[src/hdl/aud_macros.svh]
`ifndef AUD_MACROS_SVH
`define AUD_MACROS_SVH

// one mono sample
`define AUD_SAMPLE_W      16

// sram depth is 2**AUD_ADDR_W samples
`define AUD_ADDR_W        10

// counts 0..16 serial bits inside a slot
`define AUD_BIT_CNT_W     5

// elapsed time display
`define AUD_TICKS_PER_SEC 64
`define AUD_TICK_W        6
`define AUD_TIME_W        6

`endif

[src/hdl/aud_mode_pkg.sv]
`default_nettype none

package aud_mode_pkg;

	// controller state, also shown on o_mode
	typedef enum logic [2:0] {
		MODE_STOP       = 3'd0,
		MODE_REC        = 3'd1,
		MODE_REC_PAUSE  = 3'd2,
		MODE_PLAY       = 3'd3,
		MODE_PLAY_PAUSE = 3'd4
	} aud_mode_e;

	// how the dsp walks through the stored samples
	typedef enum logic [1:0] {
		PB_NORMAL = 2'd0,
		PB_FAST   = 2'd1,
		PB_HOLD   = 2'd2,
		PB_LINEAR = 2'd3
	} pb_kind_e;

	// speed factor is 2**shift
	typedef struct packed {
		pb_kind_e   kind;
		logic [1:0] shift;
	} play_cfg_t;

endpackage

`default_nettype wire

[src/hdl/aud_mem_pkg.sv]
`default_nettype none
`include "aud_macros.svh"

package aud_mem_pkg;

	typedef logic signed [`AUD_SAMPLE_W-1:0] sample_t;

	// recorder side, one cycle strobe
	typedef struct packed {
		logic                   valid;
		logic [`AUD_ADDR_W-1:0] addr;
		sample_t                data;
	} mem_wr_t;

	// dsp side, one cycle strobe
	typedef struct packed {
		logic                   valid;
		logic [`AUD_ADDR_W-1:0] addr;
	} mem_rd_t;

	// read data back to the dsp
	typedef struct packed {
		logic    valid;
		sample_t data;
	} mem_rsp_t;

endpackage

`default_nettype wire

[src/hdl/aud_ctrl.sv]
`timescale 1ns/1ps
`default_nettype none
`include "aud_macros.svh"

module aud_ctrl
	import aud_mode_pkg::*;
(
	input  wire logic                   i_clk,
	input  wire logic                   i_rst_n,
	input  wire logic                   i_key_rec,
	input  wire logic                   i_key_play,
	input  wire logic                   i_key_stop,
	input  wire logic [1:0]             i_speed,
	input  wire logic                   i_fast,
	input  wire logic                   i_slow_0,
	input  wire logic                   i_slow_1,
	input  wire logic                   i_rec_full,
	input  wire logic                   i_play_done,
	output aud_mode_e                   o_mode,
	output logic                        o_rec_en,
	output logic                        o_play_en,
	output logic                        o_rec_restart,
	output logic                        o_play_restart,
	output play_cfg_t                   o_cfg,
	output logic [`AUD_TIME_W-1:0]      o_rec_time,
	output logic [`AUD_TIME_W-1:0]      o_play_time
);

	// key bit 0 is rec, bit 1 is play and bit 2 is stop
	logic [2:0] key_q1, key_q2, key_rise;
	aud_mode_e mode_r, mode_nxt;
	logic rec_start, play_start;
	// timer index 0 is record and 1 is play
	logic [1:0][`AUD_TICK_W-1:0] tick_r;
	logic [1:0][`AUD_TIME_W-1:0] time_r;
	logic [1:0] time_run, time_clr;

	assign key_rise = key_q1 & ~key_q2;

	always_ff @(posedge i_clk or negedge i_rst_n) begin
		if (!i_rst_n) begin
			key_q1 <= '0;
			key_q2 <= '0;
		end else begin
			key_q1 <= {i_key_stop, i_key_play, i_key_rec};
			key_q2 <= key_q1;
		end
	end

	always_comb begin
		mode_nxt = mode_r;
		case (mode_r)
			MODE_STOP: begin
				if (key_rise[0])
					mode_nxt = MODE_REC;
				else if (key_rise[1])
					mode_nxt = MODE_PLAY;
			end
			MODE_REC: begin
				if (i_rec_full)
					mode_nxt = MODE_STOP;
				else if (key_rise[0])
					mode_nxt = MODE_REC_PAUSE;
			end
			MODE_REC_PAUSE: begin
				if (key_rise[0])
					mode_nxt = MODE_REC;
				else if (key_rise[2])
					mode_nxt = MODE_STOP;
			end
			MODE_PLAY: begin
				if (i_play_done)
					mode_nxt = MODE_STOP;
				else if (key_rise[1])
					mode_nxt = MODE_PLAY_PAUSE;
			end
			MODE_PLAY_PAUSE: begin
				if (key_rise[1])
					mode_nxt = MODE_PLAY;
				else if (key_rise[2])
					mode_nxt = MODE_STOP;
			end
			default: mode_nxt = MODE_STOP;
		endcase
	end

	assign rec_start  = (mode_r == MODE_STOP) && (mode_nxt == MODE_REC);
	assign play_start = (mode_r == MODE_STOP) && (mode_nxt == MODE_PLAY);

	always_ff @(posedge i_clk or negedge i_rst_n) begin
		if (!i_rst_n) begin
			mode_r         <= MODE_STOP;
			o_rec_restart  <= 1'b0;
			o_play_restart <= 1'b0;
			o_cfg          <= '{kind: PB_NORMAL, shift: 2'd0};
		end else begin
			mode_r         <= mode_nxt;
			o_rec_restart  <= rec_start;
			o_play_restart <= play_start;
			// switches only take effect while stopped
			if (mode_r == MODE_STOP) begin
				o_cfg.shift <= i_speed;
				if (i_fast)
					o_cfg.kind <= PB_FAST;
				else if (i_slow_0)
					o_cfg.kind <= PB_HOLD;
				else if (i_slow_1)
					o_cfg.kind <= PB_LINEAR;
				else
					o_cfg.kind <= PB_NORMAL;
			end
		end
	end

	assign time_run = {mode_r == MODE_PLAY, mode_r == MODE_REC};
	assign time_clr = {play_start, rec_start};

	always_ff @(posedge i_clk or negedge i_rst_n) begin
		if (!i_rst_n) begin
			tick_r <= '0;
			time_r <= '0;
		end else begin
			for (int i = 0; i < 2; i++) begin
				if (time_clr[i]) begin
					tick_r[i] <= '0;
					time_r[i] <= '0;
				end else if (time_run[i]) begin
					if (tick_r[i] == (`AUD_TICK_W)'(`AUD_TICKS_PER_SEC - 1)) begin
						tick_r[i] <= '0;
						time_r[i] <= time_r[i] + 1'b1;
					end else begin
						tick_r[i] <= tick_r[i] + 1'b1;
					end
				end
			end
		end
	end

	assign o_mode      = mode_r;
	assign o_rec_en    = (mode_r == MODE_REC);
	assign o_play_en   = (mode_r == MODE_PLAY);
	assign o_rec_time  = time_r[0];
	assign o_play_time = time_r[1];

	// a full pulse outside record would leave the recorder stuck
	a_full_in_rec: assert property (@(posedge i_clk) disable iff (!i_rst_n)
		i_rec_full |-> mode_r == MODE_REC);

endmodule

`default_nettype wire

[src/hdl/aud_recorder.sv]
`timescale 1ns/1ps
`default_nettype none
`include "aud_macros.svh"

module aud_recorder
	import aud_mem_pkg::*;
(
	input  wire logic                 i_clk,
	input  wire logic                 i_rst_n,
	input  wire logic                 i_en,
	input  wire logic                 i_restart,
	input  wire logic                 i_lrck,
	input  wire logic                 i_bit_en,
	input  wire logic                 i_adcdat,
	output mem_wr_t                   o_wr,
	output logic [`AUD_ADDR_W:0]      o_rec_len,
	output logic                      o_rec_full
);

	logic lrck_q, lrck_tgl;
	logic [`AUD_BIT_CNT_W-1:0] bit_cnt;
	logic [`AUD_SAMPLE_W-1:0] shreg, sample_in;
	logic shift_in, last_bit, store;
	logic wr_valid;
	logic [`AUD_ADDR_W-1:0] wr_addr;
	sample_t wr_data;

	assign lrck_tgl  = i_lrck ^ lrck_q;
	// a strobe in the toggle cycle belongs to no slot
	assign shift_in  = i_bit_en && !lrck_tgl && (bit_cnt < `AUD_SAMPLE_W);
	assign last_bit  = shift_in && (bit_cnt == `AUD_SAMPLE_W - 1);
	assign sample_in = {shreg[`AUD_SAMPLE_W-2:0], i_adcdat};
	// length msb set means every address is used
	assign store     = last_bit && i_en && !i_restart && !o_rec_len[`AUD_ADDR_W];

	always_ff @(posedge i_clk or negedge i_rst_n) begin
		if (!i_rst_n) begin
			lrck_q     <= 1'b0;
			bit_cnt    <= '0;
			wr_valid   <= 1'b0;
			o_rec_len  <= '0;
			o_rec_full <= 1'b0;
		end else begin
			lrck_q     <= i_lrck;
			wr_valid   <= store;
			o_rec_full <= store && (&o_rec_len[`AUD_ADDR_W-1:0]);
			if (lrck_tgl)
				bit_cnt <= '0;
			else if (shift_in)
				bit_cnt <= bit_cnt + 1'b1;
			if (i_restart)
				o_rec_len <= '0;
			else if (store)
				o_rec_len <= o_rec_len + 1'b1;
		end
	end

	// sample and write payload
	always_ff @(posedge i_clk) begin
		if (shift_in)
			shreg <= sample_in;
		if (store) begin
			wr_addr <= o_rec_len[`AUD_ADDR_W-1:0];
			wr_data <= sample_in;
		end
	end

	assign o_wr = '{valid: wr_valid, addr: wr_addr, data: wr_data};

	// writes land on consecutive addresses and stay inside the sram
	a_wr_addr: assert property (@(posedge i_clk) disable iff (!i_rst_n)
		o_wr.valid |-> (o_rec_len != '0) && ({1'b0, o_wr.addr} == o_rec_len - 1'b1));

endmodule

`default_nettype wire

[src/hdl/aud_dsp.sv]
`timescale 1ns/1ps
`default_nettype none
`include "aud_macros.svh"

module aud_dsp
	import aud_mode_pkg::*;
	import aud_mem_pkg::*;
(
	input  wire logic                 i_clk,
	input  wire logic                 i_rst_n,
	input  wire logic                 i_en,
	input  wire logic                 i_restart,
	input  wire play_cfg_t            i_cfg,
	input  wire logic                 i_lrck,
	input  wire logic [`AUD_ADDR_W:0] i_rec_len,
	input  wire mem_rsp_t             i_rsp,
	output mem_rd_t                   o_rd,
	output sample_t                   o_sample,
	output logic                      o_play_done
);

	typedef enum logic [1:0] {
		F_IDLE = 2'd0,
		F_PREV = 2'd1,
		F_NEXT = 2'd2
	} fetch_e;

	fetch_e fetch_r;
	logic lrck_q, lrck_tgl, wrap;
	logic [`AUD_ADDR_W:0] idx_r, step, idx_adv, idx_nxt;
	logic [2:0] k_r, k_max;
	sample_t prev_r, next_r;
	logic signed [`AUD_SAMPLE_W:0] diff;
	logic signed [`AUD_SAMPLE_W+4:0] prod, interp;

	assign lrck_tgl = i_lrck ^ lrck_q;

	always_comb begin
		// hold and linear stay on one source sample for 2^shift slots
		if (i_cfg.kind == PB_HOLD || i_cfg.kind == PB_LINEAR)
			k_max = (3'd1 << i_cfg.shift) - 3'd1;
		else
			k_max = 3'd0;
		if (i_cfg.kind == PB_FAST)
			step = (`AUD_ADDR_W+1)'(1) << i_cfg.shift;
		else
			step = (`AUD_ADDR_W+1)'(1);
		wrap    = (k_r == k_max);
		idx_adv = idx_r + step;
		idx_nxt = idx_r + 1'b1;
	end

	// prev + ((next - prev) * k) >>> shift
	always_comb begin
		diff   = next_r - prev_r;
		prod   = diff * $signed({1'b0, k_r});
		interp = prev_r + (prod >>> i_cfg.shift);
	end

	assign o_sample = (i_cfg.kind == PB_LINEAR) ? interp[`AUD_SAMPLE_W-1:0] : prev_r;

	always_ff @(posedge i_clk or negedge i_rst_n) begin
		if (!i_rst_n) begin
			lrck_q      <= 1'b0;
			fetch_r     <= F_IDLE;
			idx_r       <= '0;
			k_r         <= '0;
			prev_r      <= '0;
			next_r      <= '0;
			o_rd        <= '0;
			o_play_done <= 1'b0;
		end else begin
			lrck_q      <= i_lrck;
			o_rd.valid  <= 1'b0;
			o_play_done <= 1'b0;
			if (i_restart) begin
				idx_r  <= '0;
				k_r    <= '0;
				prev_r <= '0;
				next_r <= '0;
				if (i_rec_len == '0) begin
					o_play_done <= 1'b1;
					fetch_r     <= F_IDLE;
				end else begin
					o_rd    <= '{valid: 1'b1, addr: '0};
					fetch_r <= F_PREV;
				end
			end else if (i_rsp.valid) begin
				if (fetch_r == F_PREV) begin
					prev_r <= i_rsp.data;
					if (i_cfg.kind == PB_LINEAR && idx_nxt < i_rec_len) begin
						o_rd    <= '{valid: 1'b1, addr: idx_nxt[`AUD_ADDR_W-1:0]};
						fetch_r <= F_NEXT;
					end else begin
						// last sample ramps toward itself
						next_r  <= i_rsp.data;
						fetch_r <= F_IDLE;
					end
				end else begin
					next_r  <= i_rsp.data;
					fetch_r <= F_IDLE;
				end
			end else if (i_en && lrck_tgl && fetch_r == F_IDLE) begin
				// toggles during an outstanding fetch do not advance
				if (!wrap) begin
					k_r <= k_r + 1'b1;
				end else begin
					k_r   <= '0;
					idx_r <= idx_adv;
					if (idx_adv >= i_rec_len) begin
						o_play_done <= 1'b1;
					end else begin
						o_rd    <= '{valid: 1'b1, addr: idx_adv[`AUD_ADDR_W-1:0]};
						fetch_r <= F_PREV;
					end
				end
			end
		end
	end

endmodule

`default_nettype wire

[src/hdl/aud_player.sv]
`timescale 1ns/1ps
`default_nettype none
`include "aud_macros.svh"

module aud_player
	import aud_mem_pkg::*;
(
	input  wire logic    i_clk,
	input  wire logic    i_rst_n,
	input  wire logic    i_en,
	input  wire logic    i_lrck,
	input  wire logic    i_bit_en,
	input  wire sample_t i_sample,
	output logic         o_dacdat
);

	logic lrck_q;
	logic [`AUD_SAMPLE_W-1:0] shreg;

	always_ff @(posedge i_clk or negedge i_rst_n) begin
		if (!i_rst_n) begin
			lrck_q <= 1'b0;
			shreg  <= '0;
		end else begin
			lrck_q <= i_lrck;
			// load wins over a coincident bit strobe
			if (i_lrck ^ lrck_q)
				shreg <= i_en ? i_sample : '0;
			else if (i_bit_en)
				shreg <= {shreg[`AUD_SAMPLE_W-2:0], 1'b0};
		end
	end

	// msb first
	assign o_dacdat = shreg[`AUD_SAMPLE_W-1];

endmodule

`default_nettype wire

[src/hdl/aud_sram_port.sv]
`timescale 1ns/1ps
`default_nettype none
`include "aud_macros.svh"

module aud_sram_port
	import aud_mem_pkg::*;
(
	input  wire logic                     i_clk,
	input  wire logic                     i_rst_n,
	input  wire mem_wr_t                  i_wr,
	input  wire mem_rd_t                  i_rd,
	input  wire logic [`AUD_SAMPLE_W-1:0] i_sram_rdata,
	output logic [`AUD_ADDR_W-1:0]        o_sram_addr,
	output logic [`AUD_SAMPLE_W-1:0]      o_sram_wdata,
	output logic                          o_sram_we_n,
	output mem_rsp_t                      o_rsp
);

	logic rd_pend, rsp_valid;
	sample_t rsp_data;

	always_ff @(posedge i_clk or negedge i_rst_n) begin
		if (!i_rst_n) begin
			o_sram_we_n <= 1'b1;
			rd_pend     <= 1'b0;
			rsp_valid   <= 1'b0;
		end else begin
			o_sram_we_n <= !i_wr.valid;
			rd_pend     <= i_rd.valid;
			rsp_valid   <= rd_pend;
		end
	end

	// pins hold the last request until the next one
	always_ff @(posedge i_clk) begin
		if (i_wr.valid) begin
			o_sram_addr  <= i_wr.addr;
			o_sram_wdata <= i_wr.data;
		end else if (i_rd.valid) begin
			o_sram_addr <= i_rd.addr;
		end
		if (rd_pend)
			rsp_data <= i_sram_rdata;
	end

	assign o_rsp = '{valid: rsp_valid, data: rsp_data};

	// recorder and dsp requests never collide
	a_no_collide: assert property (@(posedge i_clk) disable iff (!i_rst_n)
		!(i_wr.valid && i_rd.valid));

endmodule

`default_nettype wire

[src/hdl/aud_top.sv]
`timescale 1ns/1ps
`default_nettype none
`include "aud_macros.svh"

module aud_top
	import aud_mode_pkg::*;
	import aud_mem_pkg::*;
(
	input  wire logic                     i_clk,
	input  wire logic                     i_rst_n,
	input  wire logic                     i_key_rec,
	input  wire logic                     i_key_play,
	input  wire logic                     i_key_stop,
	input  wire logic [1:0]               i_speed,
	input  wire logic                     i_fast,
	input  wire logic                     i_slow_0,
	input  wire logic                     i_slow_1,
	input  wire logic                     i_lrck,
	input  wire logic                     i_bit_en,
	input  wire logic                     i_adcdat,
	output logic                          o_dacdat,
	output logic [`AUD_ADDR_W-1:0]        o_sram_addr,
	output logic [`AUD_SAMPLE_W-1:0]      o_sram_wdata,
	output logic                          o_sram_we_n,
	input  wire logic [`AUD_SAMPLE_W-1:0] i_sram_rdata,
	output logic [`AUD_TIME_W-1:0]        o_rec_time,
	output logic [`AUD_TIME_W-1:0]        o_play_time,
	output aud_mode_e                     o_mode
);

	logic rec_en, play_en, rec_restart, play_restart;
	logic rec_full, play_done;
	play_cfg_t cfg;
	logic [`AUD_ADDR_W:0] rec_len;
	mem_wr_t wr;
	mem_rd_t rd;
	mem_rsp_t rsp;
	sample_t play_sample;

	aud_ctrl u_ctrl (
		.i_clk          (i_clk),
		.i_rst_n        (i_rst_n),
		.i_key_rec      (i_key_rec),
		.i_key_play     (i_key_play),
		.i_key_stop     (i_key_stop),
		.i_speed        (i_speed),
		.i_fast         (i_fast),
		.i_slow_0       (i_slow_0),
		.i_slow_1       (i_slow_1),
		.i_rec_full     (rec_full),
		.i_play_done    (play_done),
		.o_mode         (o_mode),
		.o_rec_en       (rec_en),
		.o_play_en      (play_en),
		.o_rec_restart  (rec_restart),
		.o_play_restart (play_restart),
		.o_cfg          (cfg),
		.o_rec_time     (o_rec_time),
		.o_play_time    (o_play_time)
	);

	aud_recorder u_recorder (
		.i_clk      (i_clk),
		.i_rst_n    (i_rst_n),
		.i_en       (rec_en),
		.i_restart  (rec_restart),
		.i_lrck     (i_lrck),
		.i_bit_en   (i_bit_en),
		.i_adcdat   (i_adcdat),
		.o_wr       (wr),
		.o_rec_len  (rec_len),
		.o_rec_full (rec_full)
	);

	aud_dsp u_dsp (
		.i_clk       (i_clk),
		.i_rst_n     (i_rst_n),
		.i_en        (play_en),
		.i_restart   (play_restart),
		.i_cfg       (cfg),
		.i_lrck      (i_lrck),
		.i_rec_len   (rec_len),
		.i_rsp       (rsp),
		.o_rd        (rd),
		.o_sample    (play_sample),
		.o_play_done (play_done)
	);

	aud_player u_player (
		.i_clk    (i_clk),
		.i_rst_n  (i_rst_n),
		.i_en     (play_en),
		.i_lrck   (i_lrck),
		.i_bit_en (i_bit_en),
		.i_sample (play_sample),
		.o_dacdat (o_dacdat)
	);

	aud_sram_port u_sram_port (
		.i_clk        (i_clk),
		.i_rst_n      (i_rst_n),
		.i_wr         (wr),
		.i_rd         (rd),
		.i_sram_rdata (i_sram_rdata),
		.o_sram_addr  (o_sram_addr),
		.o_sram_wdata (o_sram_wdata),
		.o_sram_we_n  (o_sram_we_n),
		.o_rsp        (rsp)
	);

endmodule

`default_nettype wire

[config.mk]
export PLATFORM = sky130hd
export DESIGN_NAME = aud_top
export DESIGN_NICKNAME = d
export VERILOG_FILES = /design/src/hdl/aud_mode_pkg.sv /design/src/hdl/aud_mem_pkg.sv /design/src/hdl/aud_ctrl.sv /design/src/hdl/aud_recorder.sv /design/src/hdl/aud_dsp.sv /design/src/hdl/aud_player.sv /design/src/hdl/aud_sram_port.sv /design/src/hdl/aud_top.sv
export VERILOG_INCLUDE_DIRS = /design/src /design/src/hdl
export SDC_FILE = /design/constraint.sdc
export NUM_CORES = 1
export LEC_CHECK = 0
export ABC_AREA = 1
export BUFFER_PORTS_ARGS = -buffer_cell sky130_fd_sc_hd__buf_4
export CAP_MARGIN = 20
export CORE_ASPECT_RATIO = 0.75
export CORE_MARGIN = 1
export CORE_UTILIZATION = 58
export DETAILED_ROUTE_END_ITERATION = 8
export PLACE_DENSITY = 0.76
export REMOVE_ABC_BUFFERS = 1
export SLEW_MARGIN = 20
export SYNTH_ARGS = -nofsm -noshare
export SYNTH_HDL_FRONTEND = slang
export SYNTH_SLANG_ARGS = --single-unit
[constraint.sdc]
create_clock -name i_clk -period 12.55 [get_ports i_clk]
set_input_delay 0.6275 -clock i_clk [delete_from_list [all_inputs] [get_ports i_clk]]
set_output_delay 0.6275 -clock i_clk [all_outputs]
set_load 0.05 [all_outputs]
Word-level counts from Yosys, hierarchy flattened

Index checks and enable logic that the tools add are counted.

Flip-flop bits (word level): 220
Bits of input ports: 29
Output and inout port bits: 43
Logic and storage cells: 193

Add/sub/neg operators: 12
Multiply operators: 1
Order comparisons: 3
Eq/ne operators: 20
Shift-type cells: 3
Multiplexer cells: 74
Bitwise logic cells: 3
Reduce and logical (&&, ||, !) cells: 43

Operator list:

| cell                    | count |
|---|---|
| $mux W16                | 11 |
| $mux W11                | 15 |
| $mux W6                 | 12 |
| $mux W3                 | 14 |
| $add A6 B1 Y6 const B   | 4 |
| $reduce_bool A2 Y1      | 12 |
| $add A11 B1 Y11 const B | 2 |
| $mul A17 B4 Y21         | 1 |
| $sshr A21 B2 Y16        | 1 |
| $mux W10                | 2 |
| $mux W2                 | 10 |
| $sub A16 B16 Y17        | 1 |
| $add A16 B16 Y16        | 1 |
| $pmux W3 S5             | 1 |
| $eq A6 B6 Y1 const B    | 2 |
| $logic_and A1 B1 Y1     | 12 |
| $add A11 B11 Y11        | 1 |
| $ge A11 B11 Y1          | 1 |
| $logic_not A11 Y1       | 1 |
| $lt A11 B11 Y1          | 1 |
| $shl A1 B2 Y11 const A  | 1 |
| $mux W5                 | 2 |
| $reduce_and A10 Y1      | 1 |
| $reduce_and A2 Y1       | 5 |
| other kinds (26)        | 45 |

Longest topological paths before layout

Depth in word-level cells: 10
Mapped depth: 44
Depth with buffers taken out: 44

Cells and area by module

A second synthesis with hierarchy kept.

Cells, all modules: 1673
Area, all modules: 14132.3 µm²

By module, submodules not included:

| module        | instances | cells each | area an instance (µm²) | sequential area each (µm²) |
|---|---|---|---|---|
| aud_dsp       | 1         | 1062       | 7404.6                 | 1526.5 |
| aud_recorder  | 1         | 173        | 2283.4                 | 1706.6 |
| aud_ctrl      | 1         | 236        | 2010.7                 | 975.9 |
| aud_sram_port | 1         | 80         | 1486.4                 | 1337.5 |
| aud_player    | 1         | 122        | 947.2                  | 425.4 |

Worst setup path before layout

Ideal clock, no wire load.

Path kind: reg-to-reg
From: reg u_dsp.prev_r[0]
To: reg u_player.shreg[15]
Library setup time: 0.077 ns
Arrival: 5.384 ns
Data required time: 12.473 ns
Path slack: 7.089 ns
Cell stages (with the launch flop): 36
Path buffers: 0
Period minus slack after synthesis: 5.461 ns
Cells stage by stage: dfrtp_1 ha_1 fa_1 inv_1 nand2_1 nand2_1 nand2_1 xor2_1 inv_1 nor2_1 ha_1 inv_1 fa_1 inv_1 ha_1 inv_1 o21ai_0 a31oi_1 o21ai_0 a31oi_1 o21ai_0 xor2_1 nand2_1 nand2_1 nand2_1 o21ai_0 ha_1 a21oi_1 o21ai_0 a21o_1 a31o_2 nand4_1 nand3_1 nand2_1 nand3_1 a21oi_1

Longest elaborated chain between the ends: 7

Ends and longest elaborated chain:

| what                     | line             | text |
|---|---|---|
| start: declaration       | aud_dsp.sv:32    | `sample_t prev_r, next_r;` |
| start signal: assignment | aud_dsp.sv:90    | `prev_r <= i_rsp.data;` |
| $sub A16 B16 Y17         | aud_dsp.sv:55    | `diff = next_r - prev_r;` |
| $mul A17 B4 Y21          | aud_dsp.sv:56    | `prod = diff * $signed({1'b0, k_r});` |
| $sshr A21 B2 Y16         | aud_dsp.sv:57    | `interp = prev_r + (prod >>> i_cfg.shift);` |
| $add A16 B16 Y16 *       | aud_dsp.sv:57    |  |
| $mux W16 *               | aud_dsp.sv:60    | `` assign o_sample = (i_cfg.kind == PB_LINEAR) ? interp[`AUD_SAMPLE_W-1:0] : prev_r; `` |
| $mux W16 *               | aud_player.sv:28 | `shreg <= i_en ? i_sample : '0;` |
| $mux W16 *               | aud_player.sv:27 | `if (i_lrck ^ lrck_q)` |
| end signal: assignment   | aud_player.sv:28 |  |
| end signal: assignment   | aud_player.sv:30 | `` shreg <= {shreg[`AUD_SAMPLE_W-2:0], 1'b0}; `` |
| end: declaration         | aud_player.sv:18 | `` logic [`AUD_SAMPLE_W-1:0] shreg; `` |

Mark *: on every way between the ends. The rest lies on a longest branch, timed or not.
A chain may end at the register's enable or synchronous reset.

Final worst setup path

From: reg u_dsp.prev_r[2]
To: reg u_player.shreg[15]

The elaborated chain is that of the path after synthesis.

==> run_results.csv <==
group,metric,value,unit
status,outcome,"complete, no violations",
drt,via_count,10900,
power_and_ir_drop,powerDensity,265,mW/mm2
setup_path,reg2reg_to,"u_player.shreg[15]",
finish,area_delta_synth_final,12.4,%
finish,final_area,0.0150,mm2
synth,ys_seq_area_share,44.3,%
synth,synthesis.instances,1564,
grt,first_global_vias,10400,
grt,met3_usage,5.11,%
drt,drtIter0Drc,985,
finish,fin_cells,1953,
synth,synth_ff_type,"dfrtp_1",
setup_path,start_kind,"flip-flop",
timing,finalHoldViolCount,0,
drt,routed_wl,32900,um
run,drv_cap,0,
grt,gr-usage-all-layers,28.6,%
setup_path,cp.required,12990,ps
clocking,postCtsHoldBufs,0,
timing,worst_pin_slew,1040,ps
setup_path,path_class,"reg2reg",
clocking,cts-htree-levels,1,
die,initial_core_util,59.8,%
die,dieWidth,177,um
timing,slew_headroom,30.2,%
clocking,ctsResizeCount,0,
die,core,0.0223,mm2
clocking,clk_transition_reported_paths,70,ps
drt,drtAntennaViolNets,0,
setup_path,cp_max_fo,5,
setup_path,crit_arrival,7070,ps
setup_path,critPathCaptureType,"flip-flop",
drt,drt-pass1-iter-count,5,
synth,synth-seq-cells,220,
grt,grt-ovfl-total,0,
timing,fmax,0.151,GHz
synth,synth-edff-count,83,
clocking,tritoncts,"yes",
synth,ys_async_sr_fraction,62.3,%
drt,drc,0,
timing,slew_violations,0,
grt,grt_max_degree,92,
clocking,post_cts_buffers,0,
setup_path,worstSetupStartpoint,"u_dsp.prev_r[2]",
timing,finalClockSkew,21.2,ps
synth,postSynthAreaPerCell,8.54,um2
grt,met2_usage,43.3,%
timing,final.setup.tns,0,ps
placed_design,gp_congestion,0.948,
timing,holdWs,151,ps
drt,wl_per_cell,16.8,um
die,boundaryPins,72,
setup_path,critPathSlowestCell,"fa_1",
setup_path,critical_path.max_stage_delay,530,ps
power_and_ir_drop,power_leakage,7.17,nW
grt,grt_pass1_wl,53400,um
grt,antenna_found_initial,0,
placed_design,dp_hpwl,24900,um
drt,avgViaCountPerCell,5.58,
clocking,cts_buffer_depth,3,
synth,yosysUniqueCellTypes,60,
setup_path,regToRegStartpoint,"u_dsp.prev_r[2]",
clocking,clock_sinks,220,
finish,nets,1790,
clocking,cts-root-buf,"clkbuf_16",
clocking,insertion_delay,540,ps
die,dieArea,0.0236,mm2
placed_design,port_buffers,71,
grt,busiest_layer,"met2",
synth,synth_warnings,0,
timing,rsz0062_at_grt,"no",
timing,period_needed,6630,ps
die,die_height,133,um
clocking,cts_buffers,23,
setup_path,r2r_slack,5920,ps
placed_design,placed_area,0.0142,mm2
synth,syn_area,0.0134,mm2
finish,drive_gt1_share,9.76,%
worst_hold_path,worstHoldPathType,"in2async",
finish,num_antenna_cells,0,
die,row_count,47,
timing,finalCritPeriodShare,52.9,%
setup_path,reg2regPathDepth,37,
placed_design,placed_cells,1911,
timing,setup_viol,0,
setup_path,crit_top_cell,"nand2_1",
grt,use_met1,42.8,%
power_and_ir_drop,vdd_drop_max,0.000144,V
-- report_power, final --
part | internal, mW | switching (mW) | leakage [nW] | total, mW
Combinational | 0.747 | 1.46 | 4.22 | 2.20
Sequential | 0.899 | 0.146 | 2.56 | 1.05
Clock | 0.425 | 0.299 | 0.387 | 0.724
Total | 2.07 | 1.90 | 7.17 | 3.97
-- per-stage QoR --
stage / setup slack [ps] / power (mW) / utilization [%]
after floorplan: 7080 / 2.63 / -
after global placement: 6140 / 3.17 / 63.5
after detailed placement: 6000 / 3.21 / 63.6
after CTS: 5980 / 3.95 / 67.1
after global routing: 5310 / 4.31 / 67.2
final: 5920 / 3.97 / 67.2
-- worst max-delay path: cells and delay by family, from the launching register on --
family          cells  cell delay [ps]
compound gates     13             2610
fa+ha+maj           5             1820
simple gates       12             1000
xor+xnor            2              430
flops               1              370
buf+inv             5              330
-- layer usage --
| metal | vias up | part of all wire [%] |
|---|---|---|
| met5 | - | 0 |
| met3 | 42 | 7.4 |
| met2 | 342 | 43 |
| met4 | 0 | 1.9 |
| li1 | 5338 | - |
| met1 | 5176 | 47 |
-- cell type report --
cell class | instances | area [um2]
Sequential cell | 220 | 5920
Clock buffer | 25 | 583
Clock inverter | 17 | 215
Fill cell | 1849 | 7340
Timing Repair Buffer | 79 | 604
Multi-Input combinational cell | 1069 | 6380
Inverter | 249 | 935
Tap cell | 294 | 368
-- placed cells by master (no fill, tap or decap), types with 6 or more instances in the layout --
cell / Yosys / layout
edfxtp_1: 83 / 83
xnor2_1: 9 / 9
clkbuf_16: 0 / 23
nand4_1: 8 / 8
o21ai_0: 124 / 124
o21bai_1: 6 / 6
o21ai_1: 6 / 6
nor2_1: 125 / 124
nand2_1: 325 / 325
nand3_1: 72 / 72
clkinv_1: 6 / 9
fa_1: 19 / 19
dfrtp_1: 136 / 136
buf_4: 1 / 77
o22ai_1: 17 / 17
inv_1: 231 / 231
a21oi_1: 101 / 101
inv_2: 12 / 12
a31oi_1: 12 / 12
ha_1: 100 / 100
nor3_1: 24 / 24
xor2_1: 46 / 46
-- kinds of logic after synthesis --
family / share of synthesized area [%]
buffers and inverters: 7.90
XOR/XNOR: 3.73
multiplexers: 0.150
flip-flops: 44.3
adder cells (fa/ha/maj): 12.2
AND/OR/NAND/NOR: 19.0
AO/OA/AOI/OAI: 12.7
-- Yosys cell counts (19+ instances only) --
cell type / n / area, um2
a21oi_1: 101 / 505
clkbuf_1: 19 / 71.3
dfrtp_1: 136 / 3400
edfxtp_1: 83 / 2490
fa_1: 19 / 380
ha_1: 100 / 1250
inv_1: 231 / 867
nand2_1: 325 / 1220
nand3_1: 72 / 360
nor2_1: 125 / 469
nor3_1: 24 / 120
o21ai_0: 124 / 621
xor2_1: 46 / 403
-- worst max path at each step --
| stage | endpoint | slack (ps) | depth (start not counted) |
|---|---|---|---|
| detailed placement | u_player.shreg[15] | 6000 | 37 |
| floorplan | u_player.shreg[15] | 7080 | 35 |
| global route | u_player.shreg[15] | 5310 | 37 |
| CTS | u_player.shreg[15] | 5980 | 37 |
| finish | u_player.shreg[15] | 5920 | 37 |
| global placement | u_player.shreg[15] | 6140 | 37 |
-- sequential cells by signal (all words and copies together), names as in the netlist, 11 cells and up --
signal,count
u_dsp.next_r,16
u_dsp.prev_r,16
u_recorder.wr_data,16
u_sram_port.o_sram_wdata,16
u_player.shreg,16
u_dsp.idx_r,11
u_dsp.o_rd,11
u_recorder.o_rec_len,11
u_ctrl.tick_r,12
u_sram_port.rsp_data,16
u_recorder.shreg,15
Power figures use the tool's default switching activity.
